$ cat src/source/elevator_display_pkg.sv
package elevator_display_pkg;

    typedef logic [9:0] coord_t;
    typedef logic [3:0] dest_nibble_t;
    typedef logic [1:0] sim_state_t;

    typedef struct packed {
        logic [3:0] r;
        logic [3:0] g;
        logic [3:0] b;
    } rgb_t;

    typedef enum logic [2:0] {
        REGION_SKY,
        REGION_BUILDING,
        REGION_OUTLINE,
        REGION_LSHAFT,
        REGION_RSHAFT,
        REGION_GRASS
    } region_t;

    // Stop states are 2 and 3, told apart by the upper bit
    localparam sim_state_t SIM_IDLE   = 2'd0;
    localparam sim_state_t SIM_MOVING = 2'd1;

    localparam int SCREEN_W = 640;
    localparam int SCREEN_H = 480;

    localparam int SIDE_MARGIN = 20;
    localparam int TOP_MARGIN  = 15;

    localparam int FLOOR_HEIGHT    = 75;
    localparam int CAR_HEIGHT_IDLE = 70;

    // Last shaft row is one above this
    localparam int SHAFT_BOTTOM = SCREEN_H - TOP_MARGIN;

    // Left building runs right up to the left shaft
    localparam int LEFT_BUILDING_END = 210;

    localparam int MID_OUTLINE_START    = 295;
    localparam int RIGHT_SHAFT_START    = 305;
    localparam int RIGHT_OUTLINE_START  = 395;
    localparam int RIGHT_BUILDING_START = 405;

    // Stop sign box, half open on both axes
    localparam int SIGN_X0 = 300;
    localparam int SIGN_X1 = 340;
    localparam int SIGN_Y0 = 200;
    localparam int SIGN_Y1 = 260;

    localparam rgb_t COLOR_SKY         = '{r: 4'd2,  g: 4'd15, b: 4'd8};
    localparam rgb_t COLOR_FLOOR_DARK  = '{r: 4'd9,  g: 4'd10, b: 4'd10};
    localparam rgb_t COLOR_FLOOR_LIGHT = '{r: 4'd11, g: 4'd11, b: 4'd11};
    localparam rgb_t COLOR_OUTLINE     = '{r: 4'd0,  g: 4'd0,  b: 4'd0};
    localparam rgb_t COLOR_SHAFT       = '{r: 4'd8,  g: 4'd4,  b: 4'd1};
    localparam rgb_t COLOR_CAR         = '{r: 4'd4,  g: 4'd4,  b: 4'd4};
    localparam rgb_t COLOR_SIGN        = '{r: 4'd15, g: 4'd0,  b: 4'd0};
    localparam rgb_t COLOR_GRASS       = '{r: 4'd0,  g: 4'd15, b: 4'd0};

endpackage

$ cat src/source/pixel_if.sv
`timescale 1ns/1ns

interface pixel_if;
    import elevator_display_pkg::*;

    logic    active;
    region_t region;
    logic    floor_light;
    logic    car_hit;
    logic    stop_mode;
    logic    sign_hit;

    modport producer (
        output active,
        output region,
        output floor_light,
        output car_hit,
        output stop_mode,
        output sign_hit
    );

    modport consumer (
        input active,
        input region,
        input floor_light,
        input car_hit,
        input stop_mode,
        input sign_hit
    );

endinterface

$ cat src/source/car_locator.sv
`timescale 1ns/1ns

module car_locator (
    input  elevator_display_pkg::coord_t       y_coord,
    input  elevator_display_pkg::sim_state_t   sim_state,
    input  elevator_display_pkg::dest_nibble_t position,
    output logic                               in_car
);
    import elevator_display_pkg::*;

    // Car top when parked on the ground floor
    localparam int BASE_TOP = SHAFT_BOTTOM - FLOOR_HEIGHT;

    // Code 10 is the top floor, anything above stays there
    localparam dest_nibble_t MAX_POSITION = 4'd10;

    localparam coord_t IDLE_TOP = coord_t'(SHAFT_BOTTOM - CAR_HEIGHT_IDLE);

    dest_nibble_t pos_clipped;
    coord_t       car_top;
    coord_t       car_end;

    always_comb begin
        pos_clipped = (position > MAX_POSITION) ? MAX_POSITION : position;
        // One code step is half a floor, rounded down
        car_top = coord_t'(BASE_TOP - (FLOOR_HEIGHT * int'(pos_clipped)) / 2);
        car_end = car_top + coord_t'(FLOOR_HEIGHT);
    end

    always_comb begin
        case (sim_state)
            SIM_IDLE: begin
                in_car = (y_coord >= IDLE_TOP);
            end
            SIM_MOVING: begin
                in_car = (y_coord >= car_top) && (y_coord < car_end);
            end
            default: begin
                // Stop states hide the cars
                in_car = 1'b0;
            end
        endcase
    end

endmodule

$ cat src/source/elevator_display.sv
`timescale 1ns/1ns

module elevator_display (
    input  logic                             clk,
    input  logic                             rst,
    input  logic                             enable,
    input  elevator_display_pkg::coord_t     x_coord,
    input  elevator_display_pkg::coord_t     y_coord,
    input  elevator_display_pkg::sim_state_t sim_state,
    input  logic [7:0]                       destination,
    output logic [3:0]                       r,
    output logic [3:0]                       g,
    output logic [3:0]                       b
);
    import elevator_display_pkg::*;

    rgb_t color;

    // Stage 1 to stage 2
    pixel_if pix ();

    region_classifier u_classifier (
        .clk         (clk),
        .rst         (rst),
        .enable      (enable),
        .x_coord     (x_coord),
        .y_coord     (y_coord),
        .sim_state   (sim_state),
        .destination (destination),
        .pix         (pix.producer)
    );

    shade_palette u_palette (
        .clk   (clk),
        .rst   (rst),
        .pix   (pix.consumer),
        .color (color)
    );

    assign r = color.r;
    assign g = color.g;
    assign b = color.b;

endmodule

$ cat src/source/region_classifier.sv
`timescale 1ns/1ns

module region_classifier (
    input  logic                             clk,
    input  logic                             rst,
    input  logic                             enable,
    input  elevator_display_pkg::coord_t     x_coord,
    input  elevator_display_pkg::coord_t     y_coord,
    input  elevator_display_pkg::sim_state_t sim_state,
    input  logic [7:0]                       destination,
    pixel_if.producer                        pix
);
    import elevator_display_pkg::*;

    localparam int RIGHT_BUILDING_END = SCREEN_W - SIDE_MARGIN;
    localparam int TOP_FLOOR_BAND     = 5;

    region_t    region;
    logic [2:0] floor_band;
    logic       floor_light;
    logic       shaft_rows;
    logic       sign_hit;
    logic       left_in_car;
    logic       right_in_car;
    logic       car_hit;

    // Upper nibble drives the left car
    car_locator left_car (
        .y_coord   (y_coord),
        .sim_state (sim_state),
        .position  (destination[7:4]),
        .in_car    (left_in_car)
    );

    car_locator right_car (
        .y_coord   (y_coord),
        .sim_state (sim_state),
        .position  (destination[3:0]),
        .in_car    (right_in_car)
    );

    assign shaft_rows = (y_coord >= TOP_MARGIN) && (y_coord < SHAFT_BOTTOM);

    assign sign_hit = (x_coord >= SIGN_X0) && (x_coord < SIGN_X1) &&
                      (y_coord >= SIGN_Y0) && (y_coord < SIGN_Y1);

    // Priority decode, first match wins
    always_comb begin
        if ((x_coord < SIDE_MARGIN) || (y_coord < TOP_MARGIN) ||
            ((x_coord >= RIGHT_BUILDING_END) && (x_coord < SCREEN_W) &&
             (y_coord < SHAFT_BOTTOM))) begin
            region = REGION_SKY;
        end else if ((x_coord < LEFT_BUILDING_END) ||
                     ((x_coord >= RIGHT_BUILDING_START) &&
                      (x_coord < RIGHT_BUILDING_END))) begin
            region = REGION_BUILDING;
        end else if (shaft_rows &&
                     (((x_coord >= MID_OUTLINE_START) && (x_coord < RIGHT_SHAFT_START)) ||
                      ((x_coord >= RIGHT_OUTLINE_START) &&
                       (x_coord < RIGHT_BUILDING_START)))) begin
            region = REGION_OUTLINE;
        end else if (shaft_rows && (x_coord >= LEFT_BUILDING_END) &&
                     (x_coord < MID_OUTLINE_START)) begin
            region = REGION_LSHAFT;
        end else if (shaft_rows && (x_coord >= RIGHT_SHAFT_START) &&
                     (x_coord < RIGHT_OUTLINE_START)) begin
            region = REGION_RSHAFT;
        end else begin
            region = REGION_GRASS;
        end
    end

    // Floor band counts floor lines above the row, ground floor saturates
    always_comb begin
        floor_band = 3'd0;
        for (int k = 1; k <= TOP_FLOOR_BAND; k++) begin
            if (y_coord >= TOP_MARGIN + k * FLOOR_HEIGHT) begin
                floor_band = floor_band + 3'd1;
            end
        end
    end

    assign floor_light = floor_band[0] || (floor_band == 3'(TOP_FLOOR_BAND));

    always_comb begin
        case (region)
            REGION_LSHAFT: car_hit = left_in_car;
            REGION_RSHAFT: car_hit = right_in_car;
            default:       car_hit = 1'b0;
        endcase
    end

    always_ff @(posedge clk) begin
        if (rst) begin
            pix.active      <= 1'b0;
            pix.region      <= REGION_SKY;
            pix.floor_light <= 1'b0;
            pix.car_hit     <= 1'b0;
            pix.stop_mode   <= 1'b0;
            pix.sign_hit    <= 1'b0;
        end else begin
            pix.active      <= enable;
            pix.region      <= region;
            pix.floor_light <= floor_light;
            pix.car_hit     <= car_hit;
            pix.stop_mode   <= sim_state[1];
            pix.sign_hit    <= sign_hit;
        end
    end

endmodule

$ cat src/source/shade_palette.sv
`timescale 1ns/1ns

module shade_palette (
    input  logic                       clk,
    input  logic                       rst,
    pixel_if.consumer                  pix,
    output elevator_display_pkg::rgb_t color
);
    import elevator_display_pkg::*;

    rgb_t shaft_color;
    rgb_t next_color;

    // Shaft contents depend on the state group
    always_comb begin
        if (pix.stop_mode) begin
            shaft_color = pix.sign_hit ? COLOR_SIGN : COLOR_OUTLINE;
        end else if (pix.car_hit) begin
            shaft_color = COLOR_CAR;
        end else begin
            shaft_color = COLOR_SHAFT;
        end
    end

    always_comb begin
        case (pix.region)
            REGION_SKY: begin
                next_color = COLOR_SKY;
            end
            REGION_BUILDING: begin
                next_color = pix.floor_light ? COLOR_FLOOR_LIGHT : COLOR_FLOOR_DARK;
            end
            REGION_OUTLINE: begin
                next_color = COLOR_OUTLINE;
            end
            REGION_LSHAFT, REGION_RSHAFT: begin
                next_color = shaft_color;
            end
            default: begin
                next_color = COLOR_GRASS;
            end
        endcase

        // Blanking
        if (!pix.active) begin
            next_color = '0;
        end
    end

    always_ff @(posedge clk) begin
        if (rst) begin
            color <= '0;
        end else begin
            color <= next_color;
        end
    end

endmodule
$ cat config.mk
export PLATFORM = sky130hd
export DESIGN_NAME = elevator_display
export DESIGN_NICKNAME = d
export VERILOG_FILES = /design/src/source/elevator_display_pkg.sv /design/src/source/pixel_if.sv /design/src/source/car_locator.sv /design/src/source/elevator_display.sv /design/src/source/region_classifier.sv /design/src/source/shade_palette.sv
export SDC_FILE = /design/constraint.sdc
export NUM_CORES = 1
export LEC_CHECK = 0
export ABC_AREA = 0
export ABC_CLOCK_PERIOD_IN_PS = 6080
export BUFFER_PORTS_ARGS = -buffer_cell sky130_fd_sc_hd__buf_2
export CORE_MARGIN = 2
export CORE_UTILIZATION = 55
export DETAILED_ROUTE_END_ITERATION = 10
export PLACE_DENSITY = 0.74
export SLEW_MARGIN = 20
export SYNTH_ARGS = -nofsm -noshare
export SYNTH_HDL_FRONTEND = slang
export SYNTH_SLANG_ARGS = --single-unit
$ cat constraint.sdc
create_clock -name clk -period 6.08 [get_ports clk]
set_input_delay 1.216 -clock clk [delete_from_list [all_inputs] [get_ports clk]]
set_output_delay 1.216 -clock clk [all_outputs]
set_load 0.02 [all_outputs]
==> summary by stage <==
Outcome
The run finished with clean final reports.

Critical path
The worst setup path is launched from an input port. The largest stage delay on the critical path is 0.38 ns. Walking the worst path, the cells encountered are buf_2 -> nor2b_1 -> ha_1 -> inv_1 -> fa_1 -> inv_1 -> ha_1 -> and3b_1 -> o21ai_1 -> nand2b_1 -> a21o_1 -> xor2_1 -> ha_1 -> a21o_1 -> a31oi_1 -> xor2_1 -> xor2_1 -> ha_1 -> o211ai_1 -> a21oi_1 -> a2111oi_0 -> o211ai_1 -> a21oi_1. For the worst setup path, the data arrival time is 5.75 ns. Counting cells, the worst reg-to-reg path comes to 4. The worst register-to-register path begins at u_classifier.pix.region[2]$_SDFF_PP0_.

The critical path class is in -> reg. In this run the worst path has a maximum fanout of 7. The data required time of the critical path is 6.27 ns. The most repeated library cell on the critical path is sky130_fd_sc_hd__ha_1. The worst reg-to-reg setup slack is 4.52 ns. The capturing point of the worst reg2reg path is u_palette.color[11]$_SDFF_PP0_. The standard cell with the maximum stage delay on the critical path is sky130_fd_sc_hd__fa_1. The nature of the critical path endpoint is a flop.

Synthesis
Of the synthesized area, sequential elements account for 10.84%. Of all flip-flops after synthesis, the portion carrying an async set or reset was 0%. The post-synthesis xor/xnor area fraction is 9.447%. The number of enable-type register cells in the synthesized netlist is 0.

The most area-hungry cell type in the Yosys netlist is sky130_fd_sc_hd__ha_1. Synthesis produced a netlist with a net count of 552. Among all flip-flop cells after synthesis, the most frequent one is sky130_fd_sc_hd__dfxtp_1. The share of the synthesized area in the top cell type is 28.16%. Yosys printed 0 warnings. The area fraction in compound gates after synthesis is 26.88%. The count of mapped cells out of synthesis is 436.

By area, the combinational part of the netlist is dominated by adder cells. The post-synthesis sequential element count is 19. Ranked by total cell area, the synthesized netlist is headed by sky130_fd_sc_hd__ha_1 (28%), sky130_fd_sc_hd__dfxtp_1 (11%), sky130_fd_sc_hd__inv_1 (4.7%), sky130_fd_sc_hd__a21oi_1 (4.3%), sky130_fd_sc_hd__xnor2_1 (4.0%). The number of library cell types mapped by synthesis is 59. The area share of fa/ha/maj cells after synthesis is 30.45%.

The mean instance size in the synthesized netlist is 8.050 sq um. The simple logic cell fraction of the synthesized area is 16.22%. In this run the cell area of the synthesized design comes to 3510 sq um. Multiplexer cells account for 0.2852% of the synthesized area.

STA
The final-report max-slew violation count was 0. The final number of hold-violating endpoints is 0. The shortest period the worst path allows is 5.563 ns. The worst pin sits at a relative slew slack of 62.13%. The largest clock skew in the final design is 0.001576 ns. Setup repair after global routing left no endpoint under its margin. Dividing the final minimum period by the clock period gives 91.50%. The maximum frequency from static timing analysis is 179.8 MHz. At the pin with the least slew margin, the transition time is 0.5622 ns. Setup violations remaining at the end of the flow were counted as 0. The sum of negative setup slack is 0 ns.

Layout
After routing the design area is 3857 sq um. The core utilization of the finished layout is 61.45%. 0 antenna diodes ended up in the layout. The area growth from synthesis to layout is 9.911%.

The number of nets in the layout is 596. The fraction of final layout cells sized beyond drive strength 1 is 12.73%.

Floorplan
The floorplan step defined a core boundary enclosing 6277 sq um. The floorplan row count is 29. The floorplan step set the die height to 83.88 um. The top-level I/O count is 45. The die extent in x is 83.88 um. The initial utilization of the core area, before any placement, comes to 55.91%.

The die covers 7036 sq um.

GRT
The largest net degree at the start of global routing is 14. In the global route stage, overall resource usage came out at 22.14%. The number of antenna violations at the first check in global routing is 0. Global routing finished with a remaining overflow of 0.

The number of global-route vias before repair is 3149. The global-route wire length before repair is 13520 um.

Clock tree
CTS built an H-tree with a depth of 1. The cell at the root of the clock tree is sky130_fd_sc_hd__clkbuf_8. The tree built by TritonCTS fans out to 19 sinks. The post-CTS setup buffer count is 0. The CTS buffer count is 3. TritonCTS built the clock tree. The clock passes through at most 2 buffers.

For the worst-skew pair, the clock arrives at the later sink with an insertion delay of 0.25 ns. After clock tree synthesis, the clock-pin slew on the worst setup and hold paths is 0.07 ns.

Placed design
The number of input and output port buffers inserted is 44. The post-placement cell area is 3811 sq um. Routability-driven placement finished with a final weighted congestion of 0.8395. The detailed placement HPWL is 6424 um.

Route
The total number of vias is 3259. For this run, design rule violations remaining after detail routing come to 0. The wire length reported by the detailed router is 7557 um. After detailed routing, the number of vias per cell comes to 5.862.

The pre-antenna-repair detailed-routing pass consisted of 4 iterations. Dividing the detail-routed wire length by the instance count gives 13.59 um. The detail route stage leaves a number of antenna-violating nets equal to 0.

After the first detailed-routing iteration, the DRC count stood at 94.

Flow run
The count of maximum capacitance violations is 0.

Power and ir drop
The standby leakage power is 1.951 nW. The areal power density over the cells is 310.1 nW/um^2. The overall power is 1.196 mW. The maximum vdd ir drop is 0.2061 mV.

Min path
The hold-critical path depth is 1. The worst-case hold path end point is u_palette.color[0]$_SDFF_PP0_. The tightest min-delay check is of the reg -> reg type. In this run the most critical hold path is launched from u_classifier.pix.car_hit$_SDFF_PP0_.
## report_power, final
part	internal (mW)	switching (mW)	leakage (nW)
Combinational	0.450	0.528	1.77
Sequential	0.129	0.00340	0.155
Clock	0.0455	0.0409	0.0255
Total	0.624	0.572	1.95
## final cells by class
| type | count | area (sq um) |
|---|---|---|
| clock buffer | 3 | 41.29 |
| timing repair buffer | 47 | 242.7 |
| fill | 564 | 2420 |
| multi-input combinational | 365 | 2927 |
| sequential | 19 | 380.4 |
| inverter | 44 | 165.2 |
| clock inverter | 1 | 5.005 |
| tap | 77 | 96.34 |
## placed cells by master (no fill, tap or decap), types with 7 or more instances in the layout
cell / n
sky130_fd_sc_hd__o21a_1: 14
sky130_fd_sc_hd__xor2_1: 13
sky130_fd_sc_hd__a211oi_1: 7
sky130_fd_sc_hd__buf_2: 44
sky130_fd_sc_hd__inv_1: 44
sky130_fd_sc_hd__nand3_1: 7
sky130_fd_sc_hd__xnor2_1: 16
sky130_fd_sc_hd__a21o_1: 14
sky130_fd_sc_hd__nor2b_1: 10
sky130_fd_sc_hd__o21ai_0: 25
sky130_fd_sc_hd__nand2_1: 24
sky130_fd_sc_hd__dfxtp_1: 19
sky130_fd_sc_hd__ha_1: 79
sky130_fd_sc_hd__nor2_1: 27
sky130_fd_sc_hd__a21oi_1: 30
## critical path: cells and delay by family
kind                       cells  cell delay, ns
and+or+nand+nor                3            0.48
xor gates and xnor gates       3            0.72
buffers and inverters          3            0.24
AOI/OAI and AO/OA              9            1.64
adders and majority gates      5            1.47
## logic make-up (layout without fill, tap and decap cells)
logic type	Yosys count	in the layout
DFF	19	19
muxes	1	1
buffers and inverters	52	95
other	1	1
AOI/OAI and AO/OA	137	137
xor gates and xnor gates	33	33
adders and majority gates	83	83
and+or+nand+nor	110	110
## cell usage after synthesis (all sizes together) (7+ instances only)
| cell type | count |
|---|---|
| nand3 | 7 |
| inv | 44 |
| nand2 | 24 |
| nor2b | 10 |
| a211oi | 7 |
| o21a | 14 |
| a21o | 15 |
| xor2 | 14 |
| xnor2 | 17 |
| nor2 | 27 |
| o21ai | 26 |
| dfxtp | 19 |
| a21oi | 30 |
| ha | 79 |
## worst max-delay path by stage
| stage | start | to | slack, ns | cells past startpoint |
|---|---|---|---|---|
| 6_report | destination[2] | u_classifier.pix.car_hit$_SDFF_PP0_ | 0.52 | 23 |
| 3_3_place_gp | destination[2] | u_classifier.pix.car_hit$_SDFF_PP0_ | 0.26 | 23 |
| 4_1_cts | destination[2] | u_classifier.pix.car_hit$_SDFF_PP0_ | 0.38 | 23 |
| 5_1_grt | destination[2] | u_classifier.pix.car_hit$_SDFF_PP0_ | 0.11 | 23 |
| 3_5_place_dp | destination[2] | u_classifier.pix.car_hit$_SDFF_PP0_ | 0.13 | 23 |
| 2_1_floorplan | destination[2] | u_classifier.pix.car_hit$_SDFF_PP0_ | 0.64 | 22 |
## registers in the layout, indices dropped and copies added, names as in the netlist
signal,flops
u_classifier.pix.active,1
u_classifier.pix.car_hit,1
u_classifier.pix.floor_light,1
u_classifier.pix.region,3
u_classifier.pix.sign_hit,1
u_classifier.pix.stop_mode,1
u_palette.color,11
## what timing repair did
action	4_1_cts	5_1_grt
hold endpoints to repair	0	0
setup endpoints to repair	0	1
resized for setup	0	1
hold buffers	0	0
## layer usage
metal	GRT usage, %	wire length, um	vias to the layer above	part of all wire [%]
met5	0	0	-	0
met4	3.079	52	0	0.69
met3	1.286	219	8	2.9
met2	38.84	3526	70	47
met1	30.60	3758	1490	50
li1	-	-	1691	-
## stage by stage
step | instances | worst slack (ns) | hold WS, ns
after CTS | 556 | 0.3828 | 0.5188
after floorplan | 436 | 0.6395 | 0.4513
after detailed placement | 552 | 0.1336 | 0.4963
after global placement | 552 | 0.2613 | 0.4973
after global routing | 556 | 0.1066 | 0.5414
final | 556 | 0.5170 | 0.5150
(Power assumes the default switching activity.)
